File: config.mk
export PLATFORM = sky130hd
export DESIGN_NAME = periph_irq_domain
export DESIGN_NICKNAME = d
export VERILOG_FILES = /design/src/common/apb_pkg.sv /design/src/common/irq_pkg.sv /design/src/irq/irq_async_sync.sv /design/src/irq/irq_pending_unit.sv /design/src/hdl/apb_irq_regs.sv /design/src/hdl/periph_irq_domain.sv
export VERILOG_INCLUDE_DIRS = /design/src /design/src/common
export SDC_FILE = /design/constraint.sdc
export NUM_CORES = 1
export LEC_CHECK = 0
export BUFFER_PORTS_ARGS = -buffer_cell sky130_fd_sc_hd__clkbuf_2
export CORE_UTILIZATION = 30
export CTS_CLUSTER_SIZE = 20
export DETAILED_ROUTE_END_ITERATION = 10
export PLACE_DENSITY = 0.63
export SLEW_MARGIN = 5
export SYNTH_ARGS = -nofsm -noshare
export SYNTH_HDL_FRONTEND = slang
export SYNTH_HIERARCHICAL = 1
export SYNTH_SLANG_ARGS = --single-unit
File: constraint.sdc
create_clock -name sys_root_clk -period 5.15 [get_ports sys_root_clk]
set_input_delay 0.7725 -clock sys_root_clk [delete_from_list [all_inputs] [get_ports sys_root_clk]]
set_output_delay 0.7725 -clock sys_root_clk [all_outputs]
set_load 0.01 [all_outputs]
File: src/common/periph_consts.svh
`ifndef PERIPH_CONSTS_SVH
`define PERIPH_CONSTS_SVH

//================================================
// Widths
//================================================
`define IRQ_NUM			8		// Interrupt lines, also source vector width
`define IRQ_ID_W		3		// Interrupt number
`define IRQ_ASYNC_NUM	4		// bastim lines
`define APB_DATA_W		32
`define APB_ADDR_W		12		// Offset inside the peripheral window
`define IRQ_SYNC_STAGES	2		// Flops per async line

//================================================
// Register word offsets
//================================================
`define REG_ENABLE		12'h000	// RW
`define REG_PENDING		12'h004	// Read, write 1 to clear
`define REG_RAW			12'h008	// RO
`define REG_SWSET		12'h00C	// WO, write 1 to set

// Source vector bit positions
`define IRQ_BIT_UART0	0
`define IRQ_BIT_UART1	1
`define IRQ_BIT_GPIOA	2
`define IRQ_BIT_RSVD	3		// Tied low
`define IRQ_BIT_BASTIM	4		// Lowest of the four timer lines

`endif

File: src/common/apb_pkg.sv
`include "periph_consts.svh"

package apb_pkg;

	//================================================
	// APB data path
	//================================================
	typedef logic [`APB_DATA_W-1:0] apb_data_t;	// One bus word
	typedef logic [`APB_ADDR_W-1:0] apb_addr_t;	// Offset in window

	// Decoded register select
	typedef enum logic [2:0] {
		SEL_NONE,		// Unmapped offset
		SEL_ENABLE,
		SEL_PENDING,
		SEL_RAW,
		SEL_SWSET
	} reg_sel_e;

endpackage

File: src/common/irq_pkg.sv
`include "periph_consts.svh"

package irq_pkg;

	// Named sources, MSB first so positions match the consts header
	typedef struct packed {
		logic [`IRQ_NUM-1:`IRQ_BIT_BASTIM]	bastim;	// Timer lines 4..7
		logic								rsvd;	// No source behind it
		logic								gpioa;
		logic								uart1;
		logic								uart0;
	} irq_src_t;

	// One byte, two decodings
	typedef union packed {
		logic [`IRQ_NUM-1:0]	raw;	// Masking and priority
		irq_src_t				src;	// Per-source access
	} irq_vec_u;

	typedef logic [`IRQ_ID_W-1:0] irq_id_t;	// Interrupt number

	// Timer lines before the synchronizer
	typedef logic [`IRQ_ASYNC_NUM-1:0] async_src_t;

endpackage

File: src/irq/irq_async_sync.sv
`timescale 1ns/1ps

`include "periph_consts.svh"

module irq_async_sync
#(
	parameter int WIDTH		= `IRQ_ASYNC_NUM,	// Lines to bring over
	parameter int STAGES	= `IRQ_SYNC_STAGES	// Chain depth
)
(
	input						sys_root_clk,
	input						arst_n_i,

	input	irq_pkg::async_src_t	async_i,	// Timer lines, any phase
	output	irq_pkg::async_src_t	sync_o		// Safe in sys_root_clk domain
);

//================================================
// Shift chain
//================================================

logic [STAGES-1:0][WIDTH-1:0]	chain_q;	// Stage 0 takes the raw line

always_ff @(posedge sys_root_clk or negedge arst_n_i) begin
	if (!arst_n_i) begin
		chain_q <= '0;	// All lines idle low
	end else begin
		chain_q[0] <= async_i;	// First stage may go metastable
		for (int i = 1; i < STAGES; i++) begin
			chain_q[i] <= chain_q[i-1];
		end
	end
end

// Last stage only
assign sync_o = chain_q[STAGES-1];

endmodule

File: src/irq/irq_pending_unit.sv
`timescale 1ns/1ps

`include "periph_consts.svh"

module irq_pending_unit
(
	input							sys_root_clk,
	input							arst_n_i,

	// Synchronous sources
	input							uart0_irq_i,	// No.0
	input							uart1_irq_i,	// No.1
	input							gpioa_irq_i,	// No.2
	input	irq_pkg::async_src_t	bastim_sync_i,	// No.4~7, already synced

	// From the register file
	input	irq_pkg::irq_vec_u		enable_i,
	input							clr_stb_i,		// PENDING write
	input							set_stb_i,		// SWSET write
	input	irq_pkg::irq_vec_u		wr_mask_i,		// Write data of either strobe

	// Back to the register file
	output	irq_pkg::irq_vec_u		raw_o,
	output	irq_pkg::irq_vec_u		pending_o,

	// Combined request
	output	logic					irq_o,
	output	irq_pkg::irq_id_t		irq_id_o
);

//================================================
// Raw vector assembly
//================================================

irq_pkg::irq_vec_u		raw_vec;
irq_pkg::irq_vec_u		sw_set;		// Software set bits
irq_pkg::irq_vec_u		sw_clr;		// Write 1 to clear bits
irq_pkg::irq_vec_u		pend_q;
logic [`IRQ_NUM-1:0]	active_vec;	// Pending and enabled

always_comb begin
	raw_vec				= '0;
	raw_vec.src.uart0	= uart0_irq_i;
	raw_vec.src.uart1	= uart1_irq_i;
	raw_vec.src.gpioa	= gpioa_irq_i;
	raw_vec.src.rsvd	= 1'b0;				// Nothing wired here
	raw_vec.src.bastim	= bastim_sync_i;
end

// Software may not raise the reserved line either
always_comb begin
	sw_set			= set_stb_i ? wr_mask_i : '0;
	sw_set.src.rsvd	= 1'b0;
	sw_clr			= clr_stb_i ? wr_mask_i : '0;
end

//================================================
// Pending register
//================================================

always_ff @(posedge sys_root_clk or negedge arst_n_i) begin
	if (!arst_n_i) begin
		pend_q <= '0;
	end else begin
		// Set beats clear in the same cycle
		pend_q.raw <= (pend_q.raw & ~sw_clr.raw) | raw_vec.raw | sw_set.raw;
	end
end

assign raw_o		= raw_vec;
assign pending_o	= pend_q;

// Masking and lowest index wins
assign active_vec	= pend_q.raw & enable_i.raw;
assign irq_o		= |active_vec;

always_comb begin
	irq_id_o = '0;	// Stays zero with nothing active
	for (int i = `IRQ_NUM-1; i >= 0; i--) begin
		if (active_vec[i]) begin
			irq_id_o = irq_pkg::irq_id_t'(i);	// Lower index overrides
		end
	end
end

endmodule

File: src/hdl/apb_irq_regs.sv
`timescale 1ns/1ps

`include "periph_consts.svh"

module apb_irq_regs
(
	input							sys_root_clk,
	input							arst_n_i,

	// APB slave, zero wait states
	input							psel_i,
	input							penable_i,
	input							pwrite_i,
	input	apb_pkg::apb_addr_t		paddr_i,
	input	apb_pkg::apb_data_t		pwdata_i,
	output	apb_pkg::apb_data_t		prdata_o,
	output	logic					pready_o,
	output	logic					pslverr_o,

	// Status for reads
	input	irq_pkg::irq_vec_u		pending_i,
	input	irq_pkg::irq_vec_u		raw_i,

	// Control to the pending unit
	output	irq_pkg::irq_vec_u		enable_o,
	output	logic					clr_stb_o,	// One cycle, PENDING write
	output	logic					set_stb_o,	// One cycle, SWSET write
	output	irq_pkg::irq_vec_u		wr_mask_o
);

localparam int PAD_W = `APB_DATA_W - `IRQ_NUM;	// Zero fill on reads

apb_pkg::reg_sel_e		reg_sel;
irq_pkg::irq_vec_u		enable_q;
logic					acc_phase;	// psel and penable both high
logic					wr_acc;
logic					rd_acc;
logic					bad_acc;	// Unmapped or wrong direction
logic [`IRQ_NUM-1:0]	rd_vec;

//================================================
// Address decode
//================================================

always_comb begin
	case (paddr_i)
		`REG_ENABLE:	reg_sel = apb_pkg::SEL_ENABLE;
		`REG_PENDING:	reg_sel = apb_pkg::SEL_PENDING;
		`REG_RAW:		reg_sel = apb_pkg::SEL_RAW;
		`REG_SWSET:		reg_sel = apb_pkg::SEL_SWSET;
		default:		reg_sel = apb_pkg::SEL_NONE;
	endcase
end

assign acc_phase	= psel_i & penable_i;
assign wr_acc		= acc_phase & pwrite_i;
assign rd_acc		= acc_phase & ~pwrite_i;

// RAW is read only and SWSET write only
assign bad_acc = (reg_sel == apb_pkg::SEL_NONE)
			| (pwrite_i & (reg_sel == apb_pkg::SEL_RAW))
			| (~pwrite_i & (reg_sel == apb_pkg::SEL_SWSET));

assign pready_o		= acc_phase;			// Never stalls
assign pslverr_o	= acc_phase & bad_acc;

//================================================
// Enable register
//================================================

always_ff @(posedge sys_root_clk or negedge arst_n_i) begin
	if (!arst_n_i) begin
		enable_q <= '0;	// Everything masked
	end else if (wr_acc && (reg_sel == apb_pkg::SEL_ENABLE)) begin
		enable_q.raw <= pwdata_i[`IRQ_NUM-1:0];	// Upper bits ignored
	end
end

assign enable_o = enable_q;

// Strobes land at the edge closing the access phase
assign clr_stb_o		= wr_acc & (reg_sel == apb_pkg::SEL_PENDING);
assign set_stb_o		= wr_acc & (reg_sel == apb_pkg::SEL_SWSET);
assign wr_mask_o.raw	= pwdata_i[`IRQ_NUM-1:0];

//================================================
// Read mux
//================================================

always_comb begin
	case (reg_sel)
		apb_pkg::SEL_ENABLE:	rd_vec = enable_q.raw;
		apb_pkg::SEL_PENDING:	rd_vec = pending_i.raw;	// Unmasked state
		apb_pkg::SEL_RAW:		rd_vec = raw_i.raw;
		default:				rd_vec = '0;	// SWSET and holes read zero
	endcase
end

// Driven only in a read access phase
assign prdata_o = rd_acc ? {{PAD_W{1'b0}}, rd_vec} : '0;

endmodule

File: src/hdl/periph_irq_domain.sv
`timescale 1ns/1ps

`include "periph_consts.svh"

module periph_irq_domain
(
	input							sys_root_clk,
	input							arst_n_i,

	// APB slave port
	input							psel_i,
	input							penable_i,
	input							pwrite_i,
	input	apb_pkg::apb_addr_t		paddr_i,
	input	apb_pkg::apb_data_t		pwdata_i,
	output	apb_pkg::apb_data_t		prdata_o,
	output	logic					pready_o,
	output	logic					pslverr_o,

	// Interrupt sources
	input							uart0_irq_i,	// No.0, sync
	input							uart1_irq_i,	// No.1, sync
	input							gpioa_irq_i,	// No.2, sync
	input	irq_pkg::async_src_t	bastim_irq_i,	// No.4~7, async

	// Combined request
	output	logic					irq_o,
	output	irq_pkg::irq_id_t		irq_id_o
);

irq_pkg::async_src_t	bastim_sync;
irq_pkg::irq_vec_u		enable;
irq_pkg::irq_vec_u		wr_mask;
irq_pkg::irq_vec_u		pending;
irq_pkg::irq_vec_u		raw;
logic					clr_stb;
logic					set_stb;

//================================================
// Async timer lines
//================================================

irq_async_sync
#(
	.WIDTH			(`IRQ_ASYNC_NUM),
	.STAGES			(`IRQ_SYNC_STAGES)
)
u_irq_async_sync
(
	.sys_root_clk	(sys_root_clk),
	.arst_n_i		(arst_n_i),
	.async_i		(bastim_irq_i),
	.sync_o			(bastim_sync)
);

//================================================
// Register file
//================================================

apb_irq_regs u_apb_irq_regs
(
	.sys_root_clk	(sys_root_clk),
	.arst_n_i		(arst_n_i),
	.psel_i			(psel_i),
	.penable_i		(penable_i),
	.pwrite_i		(pwrite_i),
	.paddr_i		(paddr_i),
	.pwdata_i		(pwdata_i),
	.prdata_o		(prdata_o),
	.pready_o		(pready_o),
	.pslverr_o		(pslverr_o),
	.pending_i		(pending),		// Fed back for reads
	.raw_i			(raw),
	.enable_o		(enable),
	.clr_stb_o		(clr_stb),
	.set_stb_o		(set_stb),
	.wr_mask_o		(wr_mask)
);

// Pending state and priority
irq_pending_unit u_irq_pending_unit
(
	.sys_root_clk	(sys_root_clk),
	.arst_n_i		(arst_n_i),
	.uart0_irq_i	(uart0_irq_i),
	.uart1_irq_i	(uart1_irq_i),
	.gpioa_irq_i	(gpioa_irq_i),
	.bastim_sync_i	(bastim_sync),
	.enable_i		(enable),
	.clr_stb_i		(clr_stb),
	.set_stb_i		(set_stb),
	.wr_mask_i		(wr_mask),
	.raw_o			(raw),
	.pending_o		(pending),
	.irq_o			(irq_o),
	.irq_id_o		(irq_id_o)
);

endmodule

Word level (Yosys, flattened, before mapping)
Index checks and enable logic that the tools add are counted.
{ "word_totals": {"register_bits": 24, "inputBits": 56, "wordCells": 44} }
{ "classes": {"n_eq_ne": 7, "n_mux": 13, "n_bitwise": 16, "n_reduce_logical": 4} }
{ "op_table": {"columns": ["cell", "n"], "rows": [
  ["12-bit by 4-bit == test with 1-bit output, second input constant", 2],
  ["3-bit two-way mux", 8],
  ["8-bit two-way mux", 3],
  ["8-bit one-hot mux with 3 select lines", 1],
  ["8-bit bitwise AND", 2],
  ["8-bit bitwise OR", 2],
  ["12-bit by 3-bit == test with 1-bit output, second input constant", 1],
  ["12-bit zero test", 1],
  ["3-bit one-hot mux with 4 select lines", 1],
  ["1-bit bitwise AND", 8],
  ["8-bit inverter", 1],
  ["8-bit OR reduction", 1],
  ["3-bit by 2-bit == test with 1-bit output, second input constant", 2],
  ["3-bit by 1-bit == test with 1-bit output, second input constant", 1],
  ["3-bit == test, second input constant", 1],
  ["3-bit zero test", 1],
  ["1-bit bitwise OR", 2],
  ["1-bit logical AND", 1],
  ["1-bit inverter", 1]
]} }

Logic depth before layout (Yosys ltp)
Gate-level depths: netlist of the first run.
{ "logic_depth": {"depth_word": 9, "mapped_depth": 7, "mapped_depth_nobuf": 5} }

Modules after synthesis
The synthesis of the first run kept the hierarchy.
{ "by_module_without_submodules": {"columns": ["mod", "n_inst", "cells_each", "area_per_inst_um2"], "rows": [
  ["apb_irq_regs", 1, 95, 884.6],
  ["irq_pending_unit", 1, 52, 500.5],
  ["irq_async_sync", 1, 12, 230.2]
]} }

Least setup slack after synthesis of the first run
Ideal clock, no wire load.
{ "synth_path": {"path_kind": "input port to output port", "from": "input port paddr_i[1]", "to": "output port prdata_o[0]", "arrival_time_ps": 2269, "t_required_ps": 4378, "setup_slack_ps": 2109, "path_stages": 4, "path_buffers": 1, "path_cell_list": "or4_4 -> or4_4 -> buf_6 -> nor3_1"} }
{ "synth_via": {"elab_chain_len": 5, "elab_cells_between_ends": 10, "cone_classes": "eq/ne: 6; mux: 3; reduce/logical: 1"} }
{ "synth_rtl": {"columns": ["item", "line", "rtl"], "rows": [
  ["from (decl)", "periph_irq_domain.sv:14", "input apb_pkg::apb_addr_t paddr_i,"],
  ["12-bit by 4-bit == test with 1-bit output, or another cell as far along", "apb_irq_regs.sv:46", "case (paddr_i)"],
  ["3-bit one-hot mux with 4 select lines (*)", "apb_irq_regs.sv:46", null],
  ["3-bit by 2-bit == test with 1-bit output / 3-bit by 1-bit == test with 1-bit output (equally long branches)", "apb_irq_regs.sv:91", "case (reg_sel)"],
  ["8-bit one-hot mux with 3 select lines (*)", "apb_irq_regs.sv:91", null],
  ["8-bit two-way mux (*)", "apb_irq_regs.sv:100", "assign prdata_o = rd_acc ? {{PAD_W{1'b0}}, rd_vec} : '0;"],
  ["to (decl)", "periph_irq_domain.sv:16", "output apb_pkg::apb_data_t prdata_o,"]
]} }
Mark *: on every way between the ends. The rest lies on a longest branch, timed or not.

Final worst setup path of the first run
{ "layout_path": {"from": "input port paddr_i[1]", "to": "output port prdata_o[3]"} }
The elaborated chain is that of the path after synthesis.

==> results.md, run 1 <==
- Largest net degree at the start of global routing: 25
- Clk Tree Root Cell: clkbuf_8
- Vias in the first global route: 1020
- Commonest cells after routing, fill and taps aside: 45 x clkbuf_2, 25 x conb_1, 24 x dfrtp_1, 15 x nand2_1, 10 x nor3_1
- Worst hold path type: register to register
- Max-cap violations: 0
- Bufs and invs on worst path: 2
- Routed Antenna Nets: 0
- Final Slew Violations: 0
- Unrepaired setup endpoints after global routing: false
- Min Tclk post-route: 3.22 ns
- Sw frac: 0.221
- Nets: roughly 240
- Fillers: 550
- Startpoint types: primary input
- GRT Residual Overflow: 0
- Static leakage power: 0.825 nW
- Share of layout cells above drive strength 1: 0.357
- HPWL Detailed: 2500 um
- First-pass GRT wire length: about 5000 um
- TritonCTS buffer count: 3
- I/O pin count: 94
- Sequential share of power: 0.480
- DRC Markers: 0
- Post-synth cell types: 35
- Synthesized instance count: 159
- Final Setup Violations: 0
- Clock power share: 0.407
- Worst-Margin Slew: approximately 0.97 ns
- Input/output buffers: 45
- Initial antenna violation count: 0
- Cell Pwr Density: 232 nW/um^2
- Switch Pwr: approximately 90 uW
- Vias per std cell: roughly 4.6
- Synthesis Warnings: 6
- Clock Skew: around 0.0054 ns
- Cells along the critical path: clkbuf_2, or4_4, or4_4, nor3_1, clkbuf_2
- Hold_ws: between 0.3 and 0.4 ns
- Critical path data required time: between 4 and 5 ns
- Area after DPL: between 1500 and 2000 sq um
- Synth top area share: 0.372
- DR vias: roughly 1200
- Drt wl/cell: around 13 um
- Post-CTS Resized: 0
- Diode count: 0
- Chip Width: 75.4 um
- Post-synth EDFFs: 0
- Die area: about 5700 sq um
- Worst-path clk slew: ~0.090 ns
- Worst slack, placed: about 1.9 ns
- CTS tree: built
- Post-route cell area: between 1500 and 2000 sq um
- Final Hold Fails: 0
- CP Class: primary input to primary output
- CP endpoint kind: primary output
- Overall Global Routing Usage: 0.123
- Slew HR: 0.348
- DRT Wirelength: 3360 um
- Combinational share of power: 0.113
- Syn_area_per_cell: 10.2 sq um
- Status: completed
- CTS H-tree depth: 1
- Slowest Stage Delay on Critical Path: roughly 0.60 ns
- Cell internal pwr: roughly 310 uW
- Setup_tns: 0 ns
- Die Ht: approximately 75 um
- Crit Path Max Fanout: 11
- Seq cells post-synth: 24
- RD Place Congestion: roughly 0.72
- Core Box Area: 5140 sq um
- Critical Path AT: between 2 and 2.5 ns
- Layout area overhead: 7.20%
- Top delay family on crit path: simple AND/OR/NAND/NOR gates
- Sink Count: 24
- Setup bufs post-CTS: 0
- Area of the mapped netlist: approximately 1600 sq um
- Slack of the critical path: between 1.5 and 2 ns
- Ys flop type: dfrtp_1
- Tcrit/Tclk final: 0.626
- Worst-Skew Late Latency: ~0.27 ns
- Most common cell after layout, fill and taps aside: clkbuf_2
- Initial Util: 0.314
- Main area contributors after synthesis: dfrtp_1 37%, buf_4 20%, mux2_2 5.6%
- CP max-delay cell: or4_4
- 1st-iter DRT viols: 27
- Max VDD drop: between 0.2 and 0.25 mV
- Pwr Total: 402 uW
- Area leader, netlist: dfrtp_1
- Seq/Total Area, Yosys: 0.372
- TritonRoute pass-1 iters: 4
- Cell Rows: 26
- Clk buf depth: 2
- Hold_buf cts: 0
- Fmax: around 0.31 GHz
- Post-synth ARST share: 1.00
metal layers:
layer  share of wire  GRT usage  vias up
met5               0          0        -
met3           0.065     0.0278        2
met4          0.0063     0.0309        0
li1                -          -      549
met2            0.49      0.204       54
met1            0.44      0.164      551
flip-flops by register name, summed over array words and instances (netlist names):
name / flops
u_apb_irq_regs/enable_o: 8
u_irq_async_sync/chain_q: 4
u_irq_async_sync/sync_o: 4
u_irq_pending_unit/pending_o: 8
logic make-up after synthesis:
logic type	Yosys count	share of synthesized area
DFF	24	0.372
other	2	0.00465
buffers and inverters	51	0.226
and+or+nand+nor	40	0.144
AOI/OAI and AO/OA	25	0.143
xor gates and xnor gates	1	0.00542
muxes	16	0.105
power by group through the flow:
| stage | clock network (mW) | registers (mW) | logic (mW) |
|---|---|---|---|
| after floorplan | 0 | 0.196 | 0.0497 |
| after global placement | 0 | 0.196 | 0.0450 |
| after detailed placement | 0 | 0.197 | 0.0457 |
| after CTS | 0.169 | 0.193 | 0.0457 |
| after global routing | 0.176 | 0.193 | 0.0513 |
| final | 0.164 | 0.193 | 0.0454 |
layout make-up:
class	count	area, sq um	share of cell area
Clock inverter	1	30.0	0.0173
Multi-Input combinational cell	107	736	0.425
Timing Repair Buffer	46	233	0.134
Tap cell	70	87.6	0.0506
Sequential cell	24	601	0.347
Clock buffer	3	41.3	0.0238
Inverter	1	3.75	0.00217
per-stage QoR:
step                 util  std cells
finish              0.337        252
global route        0.337        252
CTS                 0.337        252
detailed placement  0.323        248
global placement    0.323        248
floorplan               -        182
synth_stat cells, types with 2 or more instances:
library cell and number:
and2_1 3, a221o_1 7, mux2i_1 8, conb_1 2
clkbuf_1 2, mux2_2 8, nand2_1 15, dfrtp_1 24
a2bb2oi_1 8, a32oi_1 2, buf_4 44, or4_4 3
nor3_1 10, buf_1 2
worst paths after layout:
check	startpoint	slack [ns]	cells after the start	to
min in group asynchronous	arst_n_i	0.49	1	u_irq_async_sync/chain_q[0]
max reg2reg	u_irq_pending_unit/pending_o[0]	4.26	1	u_irq_pending_unit/pending_o[0]
min	u_irq_async_sync/chain_q[0]	0.35	0	u_irq_async_sync/sync_o[0]
max	paddr_i[1]	1.93	5	prdata_o[3]
max in group asynchronous	arst_n_i	4.28	1	u_irq_pending_unit/pending_o[6]
min reg2reg	u_irq_async_sync/chain_q[0]	0.35	0	u_irq_async_sync/sync_o[0]
Note: power is estimated with default switching activity, not from simulation.
==> run 2, diff against run 1 <==
--- a/config.mk
+++ b/config.mk
@@ -6,6 +6,7 @@
 export SDC_FILE = /design/constraint.sdc
 export NUM_CORES = 1
 export LEC_CHECK = 0
+export ABC_AREA = 1
 export BUFFER_PORTS_ARGS = -buffer_cell sky130_fd_sc_hd__clkbuf_2
 export CORE_UTILIZATION = 30
 export CTS_CLUSTER_SIZE = 20
==> constraint.sdc (replaced) <==
create_clock -name sys_root_clk -period 2.6 [get_ports sys_root_clk]
set_input_delay 0.39 -clock sys_root_clk [delete_from_list [all_inputs] [get_ports sys_root_clk]]
set_output_delay 0.39 -clock sys_root_clk [all_outputs]
set_load 0.01 [all_outputs]
==> results.md, run 2 <==
- Most common cell in the netlist: buf_4
- Grt met3 use: 0.0191
- Critical path data required time: 2.21 ns
- Worst-Skew Late Latency: about 0.27 ns
- Main area contributors after synthesis: dfrtp_1 32%, buf_4 18%, nand2_1 8.2%
- Input/output buffers: 45
- Diode count: 0
- Max-cap violations: 0
- Area leader, netlist: dfrtp_1
- Cells along the critical path: clkbuf_2, nand2_2, nand2_4, nor2_8, o21ai_4, nor2_4, nand2_1, inv_1, clkbuf_2
- Vias in the first global route: between 1000 and 1500
- DRC Markers: 0
- CTS tree: built
- Clock Skew: 0.00289 ns
- Initial antenna violation count: 0
- RD Place Congestion: 0.768
- Setup crit start: paddr_i[2]
- GRT met2 Usage: 0.213
- CP max-delay cell: clkbuf_2
- Synthesis Warnings: 6
- Setup bufs post-CTS: 0
- Synthesized instance count: between 200 and 250
- Min Tclk post-route: around 2.1 ns
- Routed Antenna Nets: 0
- Slew HR: 0.598
- Drt wl/cell: between 10 and 15 um
- TritonRoute pass-1 iters: 4
- Initial Util: 0.314
- DRT Wirelength: slightly below 4000 um
- CP Class: primary input to primary output
- CTS H-tree depth: 1
- Overall Global Routing Usage: 0.127
- Setup_tns: 0 ns
- Largest net degree at the start of global routing: 25
- TritonCTS buffer count: 3
- Area of the mapped netlist: approximately 1900 sq um
- Fillers: 650
- Final Hold Fails: 0
- Post-synth ARST share: 1.00
- Post-synth EDFFs: 0
- Share of layout cells above drive strength 1: 0.325
- Post-synth cell types: 26
- Final Setup Violations: 0
- Post-CTS Resized: 0
- Nets: between 300 and 400
- Most used routing layer: met2
- Worst-Margin Slew: 0.603 ns
- I/O pin count: 94
- Syn_area_per_cell: roughly 8.4 sq um
- Met1 Use GR: 0.170
- CP endpoint kind: primary output
- Fmax: about 0.47 GHz
- Final Slew Violations: 0
- FF+latch area: approximately 600 sq um
- Worst hold path type: primary input to asynchronous set/reset pin
- 1st-iter DRT viols: ~140
- Unrepaired setup endpoints after global routing: false
- Crit Path Max Fanout: 12
- Layout area overhead: 5.12%
- Chip Width: around 81 um
- Most common cell after layout, fill and taps aside: clkbuf_2
- Reg-to-reg critical path startpoint: u_irq_pending_unit/pending_o[2]
- Status: completed
- Cell Pwr Density: slightly above 400 nW/um^2
- Clk buf depth: 2
- Static leakage power: 1.09 nW
- Post-synth top cells: 45 x buf_4, 41 x nand2_1, 24 x dfrtp_1
- First-pass GRT wire length: approximately 6400 um
- HPWL Detailed: approximately 2800 um
- Sink Count: 24
- Seq/Total Area, Yosys: 0.319
- Cell Rows: 28
- Die Ht: a little over 80 um
- GRT Residual Overflow: 0
- Max VDD drop: 0.239 mV
- Seq cells post-synth: 24
- Synth top area share: 0.319
- Hold_ws: ~0.12 ns
- Commonest cells after routing, fill and taps aside: 45 x clkbuf_2, 41 x nand2_1, 25 x conb_1, 24 x dfrtp_1
- Vias per std cell: roughly 4.5
- Worst-path clk slew: about 0.080 ns
- Critical Path AT: around 1.8 ns
- Startpoint types: primary input
- DR vias: around 1400
- Core Box Area: between 5000 and 6000 sq um
- Slowest Stage Delay on Critical Path: between 0.2 and 0.3 ns
- Tcrit/Tclk final: 0.826
- Hold_buf cts: 0
- Clk Tree Root Cell: clkbuf_8
- Pwr Total: 802 uW
- Ys flop type: dfrtp_1
- Die area: approximately 6600 sq um
- Multi-input gate area: about 900 sq um
- CP most frequent cell: clkbuf_2
[run 2: stage by stage]
step	cell area, sq um	std cells	worst slack, ns	utilization
3_3_place_gp	1910	320	0.474	0.318
2_1_floorplan	1970	248	0.885	-
5_1_grt	1980	324	0.343	0.330
3_5_place_dp	1910	320	0.460	0.318
4_1_cts	1980	324	0.457	0.330
6_report	1980	324	0.451	0.330
[run 2: kinds of logic after synthesis]
kind of cell / Yosys count / synth area share
buffers and inverters: 73 / 0.256
AO/OA/AOI/OAI: 20 / 0.0978
other: 2 / 0.00399
AND/OR/NAND/NOR: 106 / 0.323
flip-flops: 24 / 0.319
[run 2: worst max-delay path, delay by kind of cell]
kind                   cells  cell delay [ns]
AND/OR/NAND/NOR            5             0.83
buffers and inverters      3             0.45
AO/OA/AOI/OAI              1             0.09
[run 2: report_power, final]
part           switching (mW)  internal, mW  total, mW
Combinational          0.0691        0.0272     0.0964
Sequential            0.00260         0.379      0.382
Clock                   0.118         0.206      0.324
Total                   0.190         0.612      0.802
[run 2: final cells by class]
class / instances / share of cell area
tap: 75 / 0.0475
multi-input combinational: 151 / 0.447
clock buffer: 3 / 0.0209
inverter: 23 / 0.0437
clock inverter: 1 / 0.0152
sequential: 24 / 0.304
timing repair buffer: 47 / 0.122
[run 2: final timing paths]
check	end	slack, ns	depth (start not counted)
setup / recovery	prdata_o[6]	0.45	9
hold / removal	u_irq_async_sync/sync_o[0]	0.12	1
setup reg to reg	u_irq_pending_unit/pending_o[2]	1.74	1
hold reg to reg	u_irq_async_sync/sync_o[0]	0.35	0
max in group asynchronous	u_apb_irq_regs/enable_o[4]	2.09	1
min in group sys_root_clk	u_irq_async_sync/chain_q[1]	0.22	1
[run 2: per-layer routing]
layer | wire, um | part of all wire | vias to the layer above
li1 | - | - | 717
met1 | 1850 | 0.48 | 650
met2 | 1690 | 0.44 | 77
met3 | 318 | 0.082 | 2
met4 | 12 | 0.0031 | 0
met5 | 0 | 0 | -
